$ cat src/frontend_defines.svh
`ifndef FRONTEND_DEFINES_SVH
`define FRONTEND_DEFINES_SVH

// datapath and address width.
`define XLEN 32

// redirect generation counter, wraps.
`define EPOCH_W 2

// fetch queue entries.
`define FQ_DEPTH 4

// instruction memory size in 32-bit words.
`define IMEM_WORDS 256

`define RESET_PC 32'h0000_0000

`endif
$ cat src/frontend_pkg.sv
`default_nettype none

`include "frontend_defines.svh"

package frontend_pkg;

    typedef logic [`XLEN-1:0]    pc_t;
    typedef logic [`EPOCH_W-1:0] epoch_t;
    typedef logic [`XLEN-1:0]    imm_t;

    // 9 classes, so one bit wider than a 3-bit code.
    typedef enum logic [3:0] {
        cls_alu,
        cls_alu_imm,
        cls_load,
        cls_store,
        cls_branch,
        cls_jal,
        cls_jalr,
        cls_upper,
        cls_illegal
    } instr_class_t;

    // --------------------------------------------------
    // rv32 instruction formats, msb first.
    // --------------------------------------------------
    typedef struct packed {
        logic [6:0] funct7;
        logic [4:0] rs2;
        logic [4:0] rs1;
        logic [2:0] funct3;
        logic [4:0] rd;
        logic [6:0] opcode;
    } r_fmt_t;

    typedef struct packed {
        logic [11:0] imm_11_0;
        logic [4:0]  rs1;
        logic [2:0]  funct3;
        logic [4:0]  rd;
        logic [6:0]  opcode;
    } i_fmt_t;

    typedef struct packed {
        logic [6:0] imm_11_5;
        logic [4:0] rs2;
        logic [4:0] rs1;
        logic [2:0] funct3;
        logic [4:0] imm_4_0;
        logic [6:0] opcode;
    } s_fmt_t;

    typedef struct packed {
        logic       imm_12;
        logic [5:0] imm_10_5;
        logic [4:0] rs2;
        logic [4:0] rs1;
        logic [2:0] funct3;
        logic [3:0] imm_4_1;
        logic       imm_11;
        logic [6:0] opcode;
    } b_fmt_t;

    typedef struct packed {
        logic [19:0] imm_31_12;
        logic [4:0]  rd;
        logic [6:0]  opcode;
    } u_fmt_t;

    typedef struct packed {
        logic       imm_20;
        logic [9:0] imm_10_1;
        logic       imm_11;
        logic [7:0] imm_19_12;
        logic [4:0] rd;
        logic [6:0] opcode;
    } j_fmt_t;

    typedef union packed {
        r_fmt_t r_fmt;
        i_fmt_t i_fmt;
        s_fmt_t s_fmt;
        b_fmt_t b_fmt;
        u_fmt_t u_fmt;
        j_fmt_t j_fmt;
    } instr_u;

endpackage

`default_nettype wire

$ cat src/predecode.sv
`timescale 1ns/1ns
`default_nettype none

module predecode
    import frontend_pkg::*;
(
    input  wire instr_u  head_instr,
    output instr_class_t cls,
    output imm_t         imm
);

    // --------------------------------------------------
    // rv32i major opcodes.
    // --------------------------------------------------
    localparam logic [6:0] OP_LUI    = 7'b0110111;
    localparam logic [6:0] OP_AUIPC  = 7'b0010111;
    localparam logic [6:0] OP_JAL    = 7'b1101111;
    localparam logic [6:0] OP_JALR   = 7'b1100111;
    localparam logic [6:0] OP_BRANCH = 7'b1100011;
    localparam logic [6:0] OP_LOAD   = 7'b0000011;
    localparam logic [6:0] OP_STORE  = 7'b0100011;
    localparam logic [6:0] OP_IMM    = 7'b0010011;
    localparam logic [6:0] OP_REG    = 7'b0110011;

    imm_t imm_i;
    imm_t imm_s;
    imm_t imm_b;
    imm_t imm_u;
    imm_t imm_j;

    assign imm_i = {{20{head_instr.i_fmt.imm_11_0[11]}}, head_instr.i_fmt.imm_11_0};
    assign imm_s = {{20{head_instr.s_fmt.imm_11_5[6]}}, head_instr.s_fmt.imm_11_5,
                    head_instr.s_fmt.imm_4_0};
    assign imm_b = {{19{head_instr.b_fmt.imm_12}}, head_instr.b_fmt.imm_12,
                    head_instr.b_fmt.imm_11, head_instr.b_fmt.imm_10_5,
                    head_instr.b_fmt.imm_4_1, 1'b0};
    assign imm_u = {head_instr.u_fmt.imm_31_12, 12'b0};
    assign imm_j = {{11{head_instr.j_fmt.imm_20}}, head_instr.j_fmt.imm_20,
                    head_instr.j_fmt.imm_19_12, head_instr.j_fmt.imm_11,
                    head_instr.j_fmt.imm_10_1, 1'b0};

    always_comb begin
        cls = cls_illegal;
        imm = '0;               // r-type and unknown.
        unique case (head_instr.r_fmt.opcode)
            OP_REG: cls = cls_alu;
            OP_IMM: begin
                cls = cls_alu_imm;
                imm = imm_i;
            end
            OP_LOAD: begin
                cls = cls_load;
                imm = imm_i;
            end
            OP_STORE: begin
                cls = cls_store;
                imm = imm_s;
            end
            OP_BRANCH: begin
                cls = cls_branch;
                imm = imm_b;
            end
            OP_JAL: begin
                cls = cls_jal;
                imm = imm_j;
            end
            OP_JALR: begin
                cls = cls_jalr;
                imm = imm_i;
            end
            OP_LUI, OP_AUIPC: begin
                cls = cls_upper;
                imm = imm_u;
            end
            default: ;
        endcase
    end

endmodule

`default_nettype wire

$ cat config.mk
export PLATFORM = sky130hd
export DESIGN_NAME = predecode
export DESIGN_NICKNAME = d
export VERILOG_FILES = /design/src/frontend_pkg.sv /design/src/predecode.sv
export VERILOG_INCLUDE_DIRS = /design/src /design/src/src
export SDC_FILE = /design/constraint.sdc
export NUM_CORES = 1
export LEC_CHECK = 0
export BUFFER_PORTS_ARGS = -buffer_cell sky130_fd_sc_hd__buf_2
export CAP_MARGIN = 20
export CORE_MARGIN = 3
export CORE_UTILIZATION = 36
export DETAILED_ROUTE_END_ITERATION = 7
export PLACE_DENSITY = 0.86
export SLEW_MARGIN = 20
export SYNTH_ARGS = -nofsm -noshare
export SYNTH_HDL_FRONTEND = slang
export SYNTH_SLANG_ARGS = --single-unit
$ cat constraint.sdc
create_clock -name vclk -period 1.4
set_input_delay 0.07 -clock vclk [all_inputs]
set_output_delay 0.07 -clock vclk [all_outputs]
set_load 0.02 [all_outputs]
==> Yosys cells after proc, flatten, opt, wreduce, memory -nomap -nowiden <==
Cells that the tools add are included.
{ "word_totals": {"ram_bits": 0, "regBits": 0, "rom_bits": 0, "latch_bits": 0, "word_cells": 13, "input_bits": 32, "output_inout_bits": 36, "mem_count": 0} }
{ "op_classes": {"n_bitwise": 0, "n_reduce_logical": 2, "n_shift": 0, "mux": 2, "magnitude_cmp": 0, "n_eq_ne": 9, "div": 0, "multipliers": 0, "addsub": 0} }
{ "ops": {"columns": ["operator", "count"], "rows": [
  ["one-hot mux 32 bit (5 select lines)", 1],
  ["one-hot mux 4 bit (8 select lines)", 1],
  ["== test 7 x 6 -> 1 bit (second input constant)", 3],
  ["== test 7 bit (second input constant)", 3],
  ["== test 7 x 5 -> 1 bit (second input constant)", 2],
  ["== test 7 x 2 -> 1 bit (second input constant)", 1],
  ["OR reduction 3 bit", 1],
  ["OR reduction 2 bit", 1]
]} }

==> Longest topological paths before layout <==
{ "depth": {"depth_word": 3, "ltp_mapped": 6, "depth_no_buf": 4} }

==> Worst setup path before layout <==
OpenSTA, ideal clock, no wires.
{ "synth_path": {"path_type": "input to output", "start": "in head_instr[4] in the netlist's numbering", "end": "out imm[12]", "n_path_buf": 1, "t_required_ns": 1.330, "arrival_ns": 1.067, "path_slack_ns": 0.263, "cell_stages": 5, "cell_sequence": "buf_6 and3b_1 a22oi_2 nor3b_4 a21o_1"} }
{ "synth_via": {"elab_chain_cells": 3, "word_cells_on_any_way": 11, "cone_classes": "8 x eq/ne; 1 x mux; 2 x reduce/logical"} }
{ "synth_lines": {"columns": ["item", "line_no", "rtl"], "rows": [
  ["start: declaration", "predecode.sv:7", "input wire instr_u head_instr,"],
  ["== test 7 bit (tied with other cells)", "predecode.sv:45", "unique case (head_instr.r_fmt.opcode)"],
  ["OR reduction 3 bit (no line) or OR reduction 2 bit (tied branches)", null, null],
  ["one-hot mux 32 bit (5 select lines) *", "predecode.sv:45", null],
  ["end: declaration", "predecode.sv:9", "output imm_t imm"]
]} }
Mark *: on every way between the ends. The rest lies on a longest branch, timed or not.

==> Worst setup path in the final report <==
{ "layout_path": {"start": "in head_instr[4] in the netlist's numbering", "end": "out imm[17]"} }
The elaborated chain is that of the path after synthesis.

==> metrics.md <==
| Metric | Value |
|---|---|
| Status | `completed` |
| Setup Buffers After CTS | `0` |
| Critical Path Start Type | `input port` |
| Clock Buffer Count | `0` |
| Post-route cell area | `1040 sq um` |
| Post-Syn Area | `589 sq um` |
| ANT nets after route | `0` |
| Largest net degree at the start of global routing | `12` |
| Routed WL | `2.47 mm` |
| Setup_tns | `0 ns` |
| Layout fillers | `114` |
| Die height | `46.5 um` |
| Static leakage power | `0.000730 uW` |
| Die ar. | `2160 sq um` |
| Tmin final | `1.33 ns` |
| I/O Buffers | `68` |
| Max Slew Vio Count | `0` |
| Net count, final | `196` |
| GRT overflow | `0` |
| Vias | `964` |
| I/O Pins | `68` |
| Design Power | `236 uW` |
| Hold depth | `3` |
| Syn Inst Count | `86` |
| Ant diodes | `0` |
| Layout cells sized above 1 | `57.4%` |
| Crit-path max FO | `8` |
| Multi-input logic area | `564 sq um` |
| Hold Crit Start | `head_instr[13]` |
| Worst Path Required | `1.33 ns` |
| Register area share after synthesis | `0%` |
| Setup WS pre-CTS | `-0.117 ns` |
| Unique cell type count in the Yosys netlist | `31` |
| Initial core utilization | `41.6%` |
| Synth warn | `0` |
| Arr. time, crit path | `1.26 ns` |
| RePlAce Congestion | `0.801` |
| Vias in the first global route | `873` |
| GRT Util Overall | `20.5%` |
| Final setup vio count | `0` |
| Post-CTS Hold Buffers | `0` |
| Area Overhead vs Synth | `75.8%` |
| Period utilisation layout | `94.8%` |
| Worst hold endpoint | `imm[13]` |
| 1st-pass router iterations | `4` |
| Most frequent CP cell | `buf_2` |
| Seq cells | `0` |
| Post-place instance area | `1010 sq um` |
| Power per cell area | `228 nW/um^2` |
| Final core utilization | `73.2%` |
| Slowest cell on the critical path | `nor3b_4` |
| Setup WS post-layout | `0.0728 ns` |
| Antenna violations before repair | `0` |
| Worst VDD drop | `0.000150 V` |
| CP Class | `input port to output port` |
| Core Rows | `13` |
| Mapped Avg Cell Area | `6.85 sq um` |
| Dpl hpwl | `2.02 mm` |
| DR iter-0 viols | `11` |
| Crit-path cells | `buf_2, and3b_2, a22oi_2, nor3b_4, a21o_1, buf_2` |
| Max-cap violations | `0` |
| Register area | `0 sq um` |
| F_max | `753 MHz` |
| Vias per cell | `5.45` |
| Syn Nets | `118` |
| Worst hold path class | `input port to output port` |
| Setup crit end kind | `output port` |
| Most frequent cells in the layout | `buf_2 (68), a21o_1 (20), buf_4 (15)` |
| First-pass GRT wire length | `3.46 mm` |
| Die X | `46.5 um` |
| Slew headroom | `77.8%` |
| Slew @ Worst Pin | `0.331 ns` |
| Commonest non-fill, non-tap cell in the layout | `buf_2` |
| Final Hold Vio Count | `0` |
| Core region area | `1420 sq um` |
| DRC viols | `0` |
| Routed WL per cell | `13.9 um` |
| Max incr delay on CP | `0.33 ns` |
## cell usage after synthesis
cell type / number / area, sq um
and2_0: 1 / 6.26
and3b_1: 1 / 8.76
xor2_1: 1 / 8.76
a22oi_1: 1 / 7.51
o32ai_1: 1 / 8.76
nor3_2: 1 / 10.0
and2b_1: 1 / 7.51
a22oi_2: 1 / 12.5
o21ai_1: 1 / 5.00
nor2_1: 8 / 30.0
nor2b_1: 2 / 12.5
buf_4: 2 / 15.0
nor3b_4: 1 / 18.8
a22o_1: 4 / 35.0
buf_6: 2 / 22.5
a21o_1: 20 / 150
nor2_8: 1 / 20.0
a21oi_1: 7 / 35.0
nor2b_2: 1 / 8.76
nand4b_1: 2 / 17.5
a31oi_1: 1 / 6.26
a32oi_1: 1 / 8.76
nand3_1: 3 / 15.0
o31ai_1: 1 / 7.51
o21ai_0: 1 / 5.00
o21a_1: 1 / 7.51
nand2b_1: 2 / 12.5
nand2_1: 5 / 18.8
nor3_1: 3 / 15.0
buf_2: 3 / 15.0
and2_1: 6 / 37.5
## logic make-up after synthesis
family                    Yosys count  share of synthesized area [%]
AOI/OAI and AO/OA                  40                           49.0
xor gates and xnor gates            1                           1.49
buffers and inverters               7                           8.92
and+or+nand+nor                    38                           40.6
## through the flow
step	std cells	hold WS, ns
floorplan	86	0.301
global placement	177	0.454
detailed placement	177	0.456
CTS	177	0.457
global route	177	0.475
finish	177	0.454
## cell type report
type,instances,share of cell area [%]
well taps,15,1.81
repair buffers,83,43.7
multi-input cells,79,54.5
## worst max-delay path: cells and delay by family
| family | cells | cell delay [ns] |
|---|---|---|
| and+or+nand+nor | 2 | 0.61 |
| AOI/OAI and AO/OA | 2 | 0.27 |
| buffers and inverters | 2 | 0.30 |
## repair_timing
action | CTS | global route
pin swaps | 0 | 2
endpoints found under the setup margin | 11 | 17
resized for setup | 2 | 5
## where the power goes
part / internal (uW) / total (uW) / leakage (uW) / switching (uW)
combinational: 107 / 236 / 0.000730 / 129
sequential: 0 / 0 / 0 / 0
clock: 0 / 0 / 0 / 0
total: 107 / 236 / 0.000730 / 129
## worst max-delay path by stage
| stage | depth (start not counted) | endpoint | slack (ns) | from |
|---|---|---|---|---|
| CTS | 6 | imm[18] | 0.05 | head_instr[4] |
| floorplan | 5 | imm[12] | 0.26 | head_instr[4] |
| global placement | 6 | imm[24] | -0.06 | head_instr[2] |
| detailed placement | 6 | imm[22] | -0.12 | head_instr[2] |
| finish | 6 | imm[17] | 0.07 | head_instr[4] |
| global route | 6 | imm[18] | -0.01 | head_instr[6] |
## per-layer routing
metal | GRT usage, % | vias to the layer above | wire length, um
met4 | 0.568 | 0 | 18
met3 | 1.56 | 2 | 225
met1 | 23.4 | 436 | 956
met2 | 42.0 | 51 | 1270
met5 | 0 | - | 0
li1 | - | 475 | -
Power figures use the tool's default switching activity.
