## src/frontend_defines.svh

```systemverilog
`ifndef FRONTEND_DEFINES_SVH
`define FRONTEND_DEFINES_SVH

// datapath and address width.
`define XLEN 32

// redirect generation counter, wraps.
`define EPOCH_W 2

// fetch queue entries.
`define FQ_DEPTH 4

// instruction memory size in 32-bit words.
`define IMEM_WORDS 256

`define RESET_PC 32'h0000_0000

`endif
```

## src/frontend_pkg.sv

```systemverilog
`default_nettype none

`include "frontend_defines.svh"

package frontend_pkg;

    typedef logic [`XLEN-1:0]    pc_t;
    typedef logic [`EPOCH_W-1:0] epoch_t;
    typedef logic [`XLEN-1:0]    imm_t;

    // 9 classes, so one bit wider than a 3-bit code.
    typedef enum logic [3:0] {
        cls_alu,
        cls_alu_imm,
        cls_load,
        cls_store,
        cls_branch,
        cls_jal,
        cls_jalr,
        cls_upper,
        cls_illegal
    } instr_class_t;

    // --------------------------------------------------
    // rv32 instruction formats, msb first.
    // --------------------------------------------------
    typedef struct packed {
        logic [6:0] funct7;
        logic [4:0] rs2;
        logic [4:0] rs1;
        logic [2:0] funct3;
        logic [4:0] rd;
        logic [6:0] opcode;
    } r_fmt_t;

    typedef struct packed {
        logic [11:0] imm_11_0;
        logic [4:0]  rs1;
        logic [2:0]  funct3;
        logic [4:0]  rd;
        logic [6:0]  opcode;
    } i_fmt_t;

    typedef struct packed {
        logic [6:0] imm_11_5;
        logic [4:0] rs2;
        logic [4:0] rs1;
        logic [2:0] funct3;
        logic [4:0] imm_4_0;
        logic [6:0] opcode;
    } s_fmt_t;

    typedef struct packed {
        logic       imm_12;
        logic [5:0] imm_10_5;
        logic [4:0] rs2;
        logic [4:0] rs1;
        logic [2:0] funct3;
        logic [3:0] imm_4_1;
        logic       imm_11;
        logic [6:0] opcode;
    } b_fmt_t;

    typedef struct packed {
        logic [19:0] imm_31_12;
        logic [4:0]  rd;
        logic [6:0]  opcode;
    } u_fmt_t;

    typedef struct packed {
        logic       imm_20;
        logic [9:0] imm_10_1;
        logic       imm_11;
        logic [7:0] imm_19_12;
        logic [4:0] rd;
        logic [6:0] opcode;
    } j_fmt_t;

    typedef union packed {
        r_fmt_t r_fmt;
        i_fmt_t i_fmt;
        s_fmt_t s_fmt;
        b_fmt_t b_fmt;
        u_fmt_t u_fmt;
        j_fmt_t j_fmt;
    } instr_u;

endpackage

`default_nettype wire

```

## src/pc_gen.sv

```systemverilog
`timescale 1ns/1ns
`default_nettype none

`include "frontend_defines.svh"

module pc_gen
    import frontend_pkg::*;
(
    input  wire logic   clk,
    input  wire logic   rst,
    input  wire logic   fetch_enable,

    input  wire logic   jump_valid,
    input  wire pc_t    jump_base,
    input  wire imm_t   jump_offset,

    input  wire logic   branch_valid,
    input  wire logic   branch_taken,
    input  wire pc_t    branch_base,
    input  wire imm_t   branch_offset,

    output logic        req_valid,
    output pc_t         req_addr,
    output epoch_t      cur_epoch
);

    logic   started;    // low for the first cycle out of reset.
    pc_t    pc;
    epoch_t epoch;

    pc_t    next_base;
    imm_t   next_step;
    epoch_t next_epoch;

    assign req_valid = started && fetch_enable;
    assign req_addr  = pc;
    assign cur_epoch = epoch;

    // --------------------------------------------------
    // next address is always base + step.
    // --------------------------------------------------
    always_comb begin
        next_base  = pc;
        next_step  = '0;           // hold while stalled.
        next_epoch = epoch;

        if (req_valid) begin
            next_step = imm_t'(4);
        end

        // jump wins over a branch in the same cycle.
        if (jump_valid) begin
            next_base  = jump_base;
            next_step  = jump_offset;
            next_epoch = epoch + 1'b1;
        end else if (branch_valid && branch_taken) begin
            next_base  = branch_base;
            next_step  = branch_offset;
            next_epoch = epoch + 1'b1;
        end
    end

    always_ff @(posedge clk) begin
        if (rst) begin
            started <= 1'b0;
            pc      <= `RESET_PC;
            epoch   <= '0;
        end else begin
            started <= 1'b1;
            pc      <= next_base + next_step;
            epoch   <= next_epoch;
        end
    end

endmodule

`default_nettype wire

```

## config.mk

```make
export PLATFORM = sky130hd
export DESIGN_NAME = pc_gen
export DESIGN_NICKNAME = d
export VERILOG_FILES = /design/src/frontend_pkg.sv /design/src/pc_gen.sv
export VERILOG_INCLUDE_DIRS = /design/src /design/src/src
export SDC_FILE = /design/constraint.sdc
export NUM_CORES = 1
export LEC_CHECK = 0
export BUFFER_PORTS_ARGS = -buffer_cell sky130_fd_sc_hd__buf_2
export CAP_MARGIN = 30
export CORE_MARGIN = 2
export CORE_UTILIZATION = 48
export CTS_CLUSTER_SIZE = 25
export DETAILED_ROUTE_END_ITERATION = 12
export PLACE_DENSITY = 0.92
export SLEW_MARGIN = 15
export SYNTH_ARGS = -nofsm -noshare
export SYNTH_HDL_FRONTEND = slang
export SYNTH_SLANG_ARGS = --single-unit
export TNS_END_PERCENT = 50
```

## constraint.sdc

```tcl
create_clock -name clk -period 5 [get_ports clk]
set_input_delay 1 -clock clk [delete_from_list [all_inputs] [get_ports clk]]
set_output_delay 1 -clock clk [all_outputs]
set_load 0.02 [all_outputs]
```

# Yosys cells after proc, flatten, opt, wreduce, memory -nomap -nowiden
# Cells that the tools add are included.
# Widths: inputs -> output; s select.
totals:
  in_bits: 134
  latchBits: 0
  out_inout_bits: 35
  romBits: 0
  word_cells: 16
  n_memories: 0
  ramBits: 0
  reg_bits: 35
op_classes:
  magnitude_cmp: 0
  add_sub_neg: 2
  shift: 0
  bitwise: 0
  mul: 0
  eq_ne: 0
  n_mux: 8
  div_mod_pow: 0
  n_reduce_logical: 3
op_table:
  columns: ["operator", "n"]
  rows:
  - ["$mux 32", 4]
  - ["$add 32x32->32", 1]
  - ["$mux 2", 2]
  - ["$mux 3", 1]
  - ["$add 2x1->2 const B", 1]
  - ["$logic_and 1x1->1", 2]
  - ["$reduce_bool 2->1", 1]
  - ["$mux 1", 1]

# Longest topological paths before layout
# Gate-level depths: netlist of the first run.
depth:
  word_depth: 5
  depth_mapped: 15
  mapped_depth_nobuf: 12

# Worst setup path before layout of the first run
# OpenSTA, ideal clock, no wires.
synth_timing:
  path_type: "in2reg"
  start: "in branch_valid"
  end: "reg pc[26], in the netlist req_addr[26]"
  slack_ns: 0.663
  stages: 13
  arrival_time_ns: 4.213
  cell_sequence: "nand2_1 > clkbuf_1 > mux2i_1 > o21ai_0 > ha_1 > fa_1 > a21o_1 > a311o_1 > a21oi_1 > a21oi_2 > a31o_4 > a31oi_1 > mux2_1"
synth_between:
  elab_chain_cells: 4
  word_cells_on_any_way: 6
synth_rtl:
  columns: ["element", "line_no", "source"]
  rows:
  - ["from (decl)", "pc_gen.sv:17", "input wire logic branch_valid,"]
  - ["$logic_and 1x1->1 (*)", "pc_gen.sv:56", "end else if (branch_valid && branch_taken) begin"]
  - ["$mux 32", "pc_gen.sv:56", null]
  - ["$mux 32", "pc_gen.sv:52", "if (jump_valid) begin"]
  - ["$add 32x32->32 (*)", "pc_gen.sv:70", "pc <= next_base + next_step;"]
  - ["to (signal assigned)", "pc_gen.sv:66", "pc <= `RESET_PC;"]
  - ["to (signal assigned)", "pc_gen.sv:70", null]
  - ["to (decl)", "pc_gen.sv:28", "pc_t pc;"]
# Every way passes the cells marked *; elsewhere a longest branch is shown, timed or not.
# A chain may end at the register's enable or synchronous reset.

# Final worst setup path of the first run
layout_timing:
  start: "in branch_valid"
  end: "reg pc[21], in the netlist req_addr[21]"
# Same word-level chain as after synthesis.

==> results.sh, run 1 <==
export IMPL_drive_above_1_share=0.283
export IMPL_antenna_cells=0
export IMPL_synth_top_flop_cell="dfxtp_1"
export IMPL_path_cells="buf_2 -> and2_2 -> buf_4 -> mux2i_1 -> o21ai_0 -> ha_1 -> o21ai_1 -> a211oi_1 -> o21ai_1 -> and4b_1 -> o311ai_1 -> a21oi_1 -> mux2_1"
export IMPL_yosysWarnings=0
export IMPL_drt_met1_wl_um=4490
export IMPL_cts_resized=0
export IMPL_maxSlewHeadroom=0.490
export IMPL_startpoint="branch_valid"
export IMPL_global_route_overflow_total=0
export IMPL_cts_tree="built"
export IMPL_finalNetCount=835
export IMPL_place_ws_ns=0.535
export IMPL_cpMostUsedCell="o21ai_1"
export IMPL_worstMarginPinSlew_ns=0.765
export IMPL_grt_pass1_vias=3975
export IMPL_worst_setup_path_type="in2reg"
export IMPL_num_rows=31
export IMPL_drt_first_iter_violations=206
export IMPL_htreeDepth=2
export IMPL_min_period_ns=4.17
export IMPL_leakage_nw=2.41
export IMPL_hold_slack_ns=0.545
export IMPL_synth_edf_count=0
export IMPL_highest_layer="met4"
export IMPL_finalPower_mw=1.18
export IMPL_first_pass_iters=5
export IMPL_wl_per_cell_um=14.6
export IMPL_outcome="completed"
export IMPL_dpl_hpwl_um=8960
export IMPL_crit_path_start_kind="input pin"
export IMPL_path_clk_slew_ns=0.08
export IMPL_cts_sinks=35
export IMPL_syn_inst=517
export IMPL_vias_per_cell=5.54
export IMPL_rsz0062_at_grt="no"
export IMPL_synth_top_area_share=0.192
export IMPL_io_pins=169
export IMPL_slew_viol_final=0
export IMPL_die_h_um=91.3
export IMPL_gp_congestion=0.954
export IMPL_syn_num_nets=683
export IMPL_synthTopCellsByArea="dfxtp_1 19%, nand2_1 12%, ha_1 11%, o21ai_0 10%, mux2i_1 8.8%"
export IMPL_slowest_stage="and2_2"
export IMPL_async_flop_share=0
export IMPL_p_per_area_mw_per_mm2=255
export IMPL_crit_buf_inv=2
export IMPL_cts_hold_buf=0
export IMPL_crit_required_ns=5.18
export IMPL_ant_nets=0
export IMPL_drt_total_wl_um=11200
export IMPL_r2r_start="req_addr[0]"
export IMPL_wl_met2_um=5620
export IMPL_clk_path_buf_depth=2
export IMPL_core_area_mm2=0.00733
export IMPL_grt_max_degree=50
export IMPL_num_vias=4256
export IMPL_avgSynthCellArea_um2=7.07
export IMPL_seq_area_frac_synth=0.192
export IMPL_dieArea_mm2=0.00833
export IMPL_worst_ep_arrival_time_ns=4.36
export IMPL_hold_start="cur_epoch[1]"
export IMPL_ys_ff_latch=35
export IMPL_wl_met3_um=839
export IMPL_max_stage_delay_ns=0.53
export IMPL_fin_crit_sh=0.835
export IMPL_syn_to_final_growth_pct=26.1
export IMPL_max_cap_violations=0
export IMPL_cts_root_buf="clkbuf_8"
export IMPL_clk_latency_ns=0.29
export IMPL_drc=0
export IMPL_fmax_mhz=240
export IMPL_synth_top_area_cell="dfxtp_1"
export IMPL_grt_use_total=0.256
export IMPL_dieWidth_um=91.3
export IMPL_finalWorstSetupSlack_ns=0.825
export IMPL_antenna_found_initial=0
export IMPL_n_fill_cell=654
export IMPL_worst_path_max_fanout=27
export IMPL_cts_made_buffers=5
export IMPL_hold_violations=0
export IMPL_finalSetupTns_ns=0
export IMPL_netlist_area_mm2=0.00366
export IMPL_skew_ns=0.00744
export IMPL_crit_family="compound AO/OA/AOI/OAI gates"
export IMPL_hold_class="reg2reg"
export IMPL_post_cts_buffers=0
export IMPL_start_util=0.499
export IMPL_endpoint_kind="register"
export IMPL_synth_cell_types=50
export IMPL_grt_pass1_wl_um=17700
export IMPL_io_buffers=168
export IMPL_utilization=0.629
export IMPL_max_vdd_ir_drop_mv=0.152
export IMPL_setup_viol=0
## layout make-up
cell class	instances	area [um^2]	area share
timing repair buffer	172	873	0.189
sequential	35	701	0.152
clock inverter	1	5.00	0.00109
tap	99	124	0.0269
clock buffer	6	82.6	0.0179
multi-input combinational	448	2800	0.607
inverter	7	26.3	0.00570
## sequential cells by signal, summed over array words and instances (netlist names)
register / cells
req_addr: 32
started: 1
cur_epoch: 2
## worst register-to-register path, cell delays in order (launching register included)
cell and delay (ns):
dfxtp_1 0.32, mux2i_1 0.12, o21ai_0 0.09, ha_1 0.29, fa_1 0.42, a21o_1 0.24
a311o_1 0.38, a21oi_1 0.18, a21oi_2 0.11, a31o_4 0.30, a31oi_1 0.23, mux2_1 0.34
## kinds of logic (layout without fill, tap and decap cells)
| group | Yosys count | after routing | share of synthesized area |
|---|---|---|---|
| flip-flops | 35 | 35 | 0.192 |
| XOR/XNOR | 22 | 22 | 0.0527 |
| adder cells (fa/ha/maj) | 32 | 32 | 0.112 |
| buffers and inverters | 34 | 186 | 0.0428 |
| AO/OA/AOI/OAI | 164 | 164 | 0.269 |
| multiplexers | 39 | 39 | 0.109 |
| AND/OR/NAND/NOR | 191 | 191 | 0.223 |
## power breakdown
group | internal, mW | total, mW | switching, mW
logic | 0.253 | 0.604 | 0.351
clock network | 0.108 | 0.218 | 0.110
registers | 0.328 | 0.354 | 0.0265
## per-layer routing
layer | up-vias | GRT usage
li1 | 2121 | -
met3 | 29 | 0.0490
met5 | - | 0
met1 | 1925 | 0.306
met4 | 0 | 0.0758
met2 | 181 | 0.461
## path summary, 6_finish.rpt
kind	endpoint	slack, ns	depth (start not counted)
setup / recovery	req_addr[21]	0.83	13
hold / removal	cur_epoch[1]	0.54	2
setup reg to reg	req_addr[26]	1.89	11
hold reg to reg	cur_epoch[1]	0.54	2
## layout by cell type (no fill, tap or decap), types with 4 or more instances in the layout
master,synthesis,routed
buf_2,0,167
nand2_1,120,120
o21ai_0,75,75
dfxtp_1,35,35
mux2i_1,32,32
a21oi_1,32,32
nor2_1,32,32
ha_1,31,31
a21o_1,18,18
xnor2_1,12,12
xor2_1,10,10
nor3_1,8,8
a31oi_1,8,8
inv_1,7,7
nor2b_1,7,7
mux2_1,7,7
clkbuf_8,0,6
a211oi_1,5,5
buf_4,0,5
and2_1,5,4
o21ai_1,4,4
## synth_stat cells, types with 2 or more instances
library cell and instances:
a21o_1 18, nor2b_1 7, xor2_1 10, dfxtp_1 35
or3_1 2, and2_1 5, xnor2_1 12, o21ai_0 75
o21ai_1 4, nand2_1 120, and3_2 3, o21a_1 3
a31oi_1 8, a211oi_1 5, nor3b_1 2, mux2_1 7
clkbuf_1 21, and3_1 2, nor2_1 32, nand3_1 3
o21bai_1 3, and2b_1 3, o211ai_1 2, ha_1 31
a21oi_1 32, nor3_1 8, buf_1 2, buf_6 3
mux2i_1 32, inv_1 7
## per-stage QoR
stage	instance area [um^2]	cells
finish	4610	768
CTS	4610	768
global route	4610	768
detailed placement	4520	761
global placement	4520	761
floorplan	3660	517
Power figures use the tool's default switching activity.
==> run 2: changes to the inputs <==
Clock period 5 ns to 4 ns, I/O delays scaled along.
==> run 2 against run 1 <==
  * Sequential power up 26%
  * Flip-flop and latch count did not move
  * Core utilization up 0.48 points
  * First-iteration DRC count increased by 12%
  * Worst setup slack worse by 0.45 ns
  * Combinational power is 25% higher
  * Register-to-register slack got worse by 1.0 ns
  * Sequential share of layout area is 0.11 points lower
  * Critical path type unchanged
==> results.sh, run 2 (same netlist as run 1, synthesis figures left out) <==
export IMPL_outcome="completed"
export IMPL_crit_path_start_kind="input pin"
export IMPL_gp_congestion=0.984
export IMPL_cts_tree="built"
export IMPL_drc=0
export IMPL_dieArea_mm2=0.00833
export IMPL_worst_setup_path_type="in2reg"
export IMPL_drt_first_iter_violations=231
export IMPL_cts_root_buf="clkbuf_8"
export IMPL_max_cap_violations=0
export IMPL_cts_sinks=35
export IMPL_io_buffers=168
export IMPL_fin_crit_sh=0.907
export IMPL_grt_use_total=0.263
export IMPL_crit_buf_inv=2
export IMPL_worstMarginPinSlew_ns=0.781
export IMPL_crit_required_ns=4.17
export IMPL_dieWidth_um=91.3
export IMPL_clk_path_buf_depth=2
export IMPL_r2r_cells=11
export IMPL_grt_max_degree=52
export IMPL_core_area_mm2=0.00733
export IMPL_finalSetupTns_ns=0
export IMPL_start_util=0.499
export IMPL_n_fill_cell=653
export IMPL_grt_pass1_wl_um=18000
export IMPL_ant_nets=0
export IMPL_die_h_um=91.3
export IMPL_final_common_cell="buf_2"
export IMPL_global_route_overflow_total=0
export IMPL_io_pins=169
export IMPL_grt_pass1_vias=4033
export IMPL_finalNetCount=838
export IMPL_syn_to_final_growth_pct=27.1
export IMPL_cts_made_buffers=5
export IMPL_antenna_found_initial=0
export IMPL_hold_start="cur_epoch[1]"
export IMPL_antenna_cells=0
export IMPL_maxSlewHeadroom=0.479
export IMPL_setup_viol=0
export IMPL_rsz0062_at_grt="no"
export IMPL_num_vias=4275
export IMPL_place_ws_ns=0.119
export IMPL_largest_reg_flops=32
export IMPL_crit_family="compound AO/OA/AOI/OAI gates"
export IMPL_p_per_area_mw_per_mm2=320
export IMPL_fmax_mhz=276
export IMPL_path_clk_slew_ns=0.08
export IMPL_htreeDepth=2
export IMPL_endpoint_kind="register"
export IMPL_slew_viol_final=0
export IMPL_reg2reg_setup_slack_ns=0.84
export IMPL_first_pass_iters=4
export IMPL_post_cts_buffers=0
export IMPL_leakage_nw=2.43
export IMPL_max_stage_delay_ns=0.41
export IMPL_max_vdd_ir_drop_mv=0.149
export IMPL_cts_resized=0
export IMPL_timing_rr_end="req_addr[30]"
export IMPL_dpl_hpwl_um=9120
export IMPL_path_cells="buf_2 -> and2_2 -> buf_4 -> mux2i_1 -> o21ai_0 -> ha_1 -> a21o_1 -> a311o_1 -> a21oi_1 -> a21oi_2 -> a31o_4 -> a31oi_1 -> mux2_1"
export IMPL_drt_total_wl_um=11300
export IMPL_worst_path_max_fanout=16
export IMPL_clk_latency_ns=0.29
export IMPL_hold_end="cur_epoch[1]"
export IMPL_worst_ep_arrival_time_ns=3.80
export IMPL_slowest_stage="ha_1"
export IMPL_hold_violations=0
export IMPL_num_rows=31
export IMPL_cts_hold_buf=0
export IMPL_hold_depth=2
export IMPL_drive_above_1_share=0.285
export IMPL_skew_ns=0.00899
export IMPL_multi_input_area_mm2=0.00280
export IMPL_hold_class="reg2reg"
export IMPL_register_area_um2=701
export IMPL_r2r_start="req_addr[0]"
export IMPL_finalWorstSetupSlack_ns=0.372
export IMPL_mostFrequentLayoutCells="167 x buf_2, 120 x nand2_1, 75 x o21ai_0, 35 x dfxtp_1"
export IMPL_vias_per_cell=5.54
export IMPL_min_period_ns=3.63
export IMPL_wl_per_cell_um=14.7
-- run 2: through the flow --
step	hold slack, ns	cells	utilization	instance area (um^2)	total power, mW
after global placement	0.495	764	0.620	4550	1.18
after detailed placement	0.515	764	0.620	4550	1.20
final	0.538	772	0.634	4650	1.49
after floorplan	0.617	517	-	3660	0.976
after CTS	0.534	772	0.634	4650	1.49
after global routing	0.591	772	0.634	4650	1.59
-- run 2: how the worst max path moves through the flow --
stage	from	slack (ns)	depth (start not counted)	endpoint
after floorplan	branch_valid	0.05	15	req_addr[26]
after global placement	branch_valid	0.21	13	req_addr[26]
after detailed placement	branch_valid	0.12	13	req_addr[26]
after CTS	branch_valid	0.42	13	req_addr[30]
after global routing	branch_valid	0.16	13	req_addr[21]
final	branch_valid	0.37	13	req_addr[30]
-- run 2: layer usage --
metal / wire (um) / share of wire / global-route usage / vias to the layer above
met4: 521 / 0.046 / 0.141 / 0
met5: 0 / 0 / 0 / -
met1: 4550 / 0.40 / 0.310 / 1925
li1: - / - / - / 2135
met2: 5490 / 0.49 / 0.452 / 176
met3: 747 / 0.066 / 0.0440 / 39
-- run 2: power by group --
group	internal (mW)	switching, mW
Combinational	0.318	0.437
Sequential	0.410	0.0354
Clock	0.157	0.131
-- run 2: final cells by class --
type                            instances  share of cell area
Multi-Input combinational cell        448               0.603
Timing Repair Buffer                  175               0.193
Sequential cell                        35               0.151
Tap cell                               99              0.0267
Clock buffer                            8              0.0215
Inverter                                7             0.00565
-- run 2: tightest hold or removal path, cell delays in order (launching register included) --
cell	delay, ns
dfxtp_1	0.36
xor2_1	0.08
nor2_1	0.07
==> run 3: changes to the inputs <==
==> constraint.sdc (replaced) <==
create_clock -name clk -period 4 [get_ports clk]
set_input_delay 0.2 -clock clk [delete_from_list [all_inputs] [get_ports clk]]
set_output_delay 0.2 -clock clk [all_outputs]
set_load 0.02 [all_outputs]
==> run 3 against run 2 <==
  * Via count fell by 1.3%
  * Largest cell class unchanged
  * Flip-flop and latch count did not move
  * Non-clock buffer count fell by 1
==> results.sh, run 3 (same netlist as run 1, synthesis figures left out) <==
export IMPL_clk_path_buf_depth=2
export IMPL_rsz0062_at_grt="no"
export IMPL_power_switching_mw=0.601
export IMPL_finalNetCount=837
export IMPL_place_ws_ns=0.435
export IMPL_p_per_area_mw_per_mm2=313
export IMPL_skew_ns=0.00562
export IMPL_cts_root_buf="clkbuf_8"
export IMPL_cts_resized=0
export IMPL_crit_path_start_kind="input pin"
export IMPL_swShare=0.416
export IMPL_max_stage_delay_ns=0.51
export IMPL_grt_pass1_vias=3929
export IMPL_finalSetupTns_ns=0
export IMPL_grt_pass1_wl_um=17500
export IMPL_drt_first_iter_violations=237
export IMPL_dieWidth_um=91.3
export IMPL_cts_tree="built"
export IMPL_slowest_stage="fa_1"
export IMPL_finalWorstSetupSlack_ns=0.746
export IMPL_hold_violations=0
export IMPL_io_buffers=168
export IMPL_final_common_cell="buf_2"
export IMPL_clk_latency_ns=0.29
export IMPL_vias_per_cell=5.49
export IMPL_min_period_ns=3.25
export IMPL_gp_congestion=0.924
export IMPL_slew_viol_final=0
export IMPL_start_util=0.499
export IMPL_syn_to_final_growth_pct=26.1
export IMPL_maxSlewHeadroom=0.511
export IMPL_fin_area_mm2=0.00461
export IMPL_max_vdd_ir_drop_mv=0.178
export IMPL_crit_family="compound AO/OA/AOI/OAI gates"
export IMPL_wl_per_cell_um=14.3
export IMPL_worst_setup_path_type="in2reg"
export IMPL_grt_max_degree=45
export IMPL_outcome="completed"
export IMPL_utilization=0.629
export IMPL_drive_above_1_share=0.282
export IMPL_largest_reg_flops=32
export IMPL_crit_buf_inv=1
export IMPL_grt_use_total=0.253
export IMPL_max_cap_violations=0
export IMPL_worstMarginPinSlew_ns=0.734
export IMPL_cts_hold_buf=0
export IMPL_post_cts_buffers=0
export IMPL_mostFrequentLayoutCells="167 x buf_2, 120 x nand2_1, 75 x o21ai_0, 35 x dfxtp_1"
export IMPL_n_fill_cell=708
export IMPL_register_area_um2=701
export IMPL_crit_required_ns=4.18
export IMPL_core_area_mm2=0.00733
export IMPL_ant_nets=0
export IMPL_hold_slack_ns=0.358
export IMPL_setup_viol=0
export IMPL_antenna_found_initial=0
export IMPL_first_pass_iters=5
export IMPL_cts_sinks=35
export IMPL_worst_path_max_fanout=21
export IMPL_io_pins=169
export IMPL_leakage_nw=2.41
export IMPL_global_route_overflow_total=0
export IMPL_fmax_mhz=307
export IMPL_antenna_cells=0
export IMPL_path_cells="buf_2 -> and2_2 -> mux2i_1 -> o21ai_0 -> fa_1 -> a21o_1 -> a311o_1 -> a21oi_1 -> a21oi_2 -> a31o_4 -> a31oi_1 -> mux2_1"
export IMPL_num_vias=4220
export IMPL_fin_crit_sh=0.813
export IMPL_htreeDepth=2
export IMPL_num_rows=31
export IMPL_drc=0
export IMPL_place_area_mm2=0.00454
export IMPL_hold_class="in2reg"
export IMPL_endpoint_kind="register"
export IMPL_p_seq_frac=0.306
export IMPL_internal_power_mw=0.844
export IMPL_combPwrFrac=0.525
export IMPL_dieArea_mm2=0.00833
export IMPL_path_clk_slew_ns=0.07
export IMPL_cts_made_buffers=5
export IMPL_drt_total_wl_um=11000
export IMPL_worst_ep_arrival_time_ns=3.43
export IMPL_die_h_um=91.3
export IMPL_multi_input_area_mm2=0.00280
export IMPL_dpl_hpwl_um=8980
export IMPL_pwr_share_clk=0.169
## run 3: cell type report
| cell class | count | share of cell area |
|---|---|---|
| well taps | 99 | 0.0269 |
| repair buffers | 174 | 0.193 |
| inverters | 7 | 0.00570 |
| flip-flops and latches | 35 | 0.152 |
| multi-input cells | 448 | 0.607 |
| clock buffers | 6 | 0.0157 |
## run 3: power by group through the flow
stage          Sequential [mW]  Combinational (mW)  Clock [mW]
2_1_floorplan            0.519               0.456           0
3_3_place_gp             0.448               0.730           0
3_5_place_dp             0.448               0.750           0
4_1_cts                  0.442               0.754       0.245
5_1_grt                  0.448               0.836       0.258
6_report                 0.442               0.758       0.244
## run 3: final timing paths
path	from	end	slack, ns	cells past startpoint
worst max register to register	req_addr[0]	req_addr[26]	0.90	11
worst min-delay path	jump_offset[0]	req_addr[0]	0.36	5
worst min register to register	cur_epoch[1]	cur_epoch[1]	0.56	2
worst max-delay path	branch_valid	req_addr[26]	0.75	12
## run 3: layer usage
metal  GRT usage  share of wire  vias up  wire [um]
li1            -              -     2126          -
met1       0.312           0.43     1924       4710
met2       0.460           0.50      155       5540
met3      0.0332          0.057       15        631
met4      0.0694          0.013        0        145
met5           0              0        -          0
## run 3: tightest hold or removal path: cells and delay by family
kind	cells	cell delay (ns)
simple gates	2	0.15
fa+ha+maj	1	0.12
buf+inv	1	0.08
compound gates	1	0.07
## run 3: metrics by stage
step	power, mW	cells
final	1.44	769
after global routing	1.54	769
after CTS	1.44	769
after detailed placement	1.20	763
after global placement	1.18	763
after floorplan	0.975	517
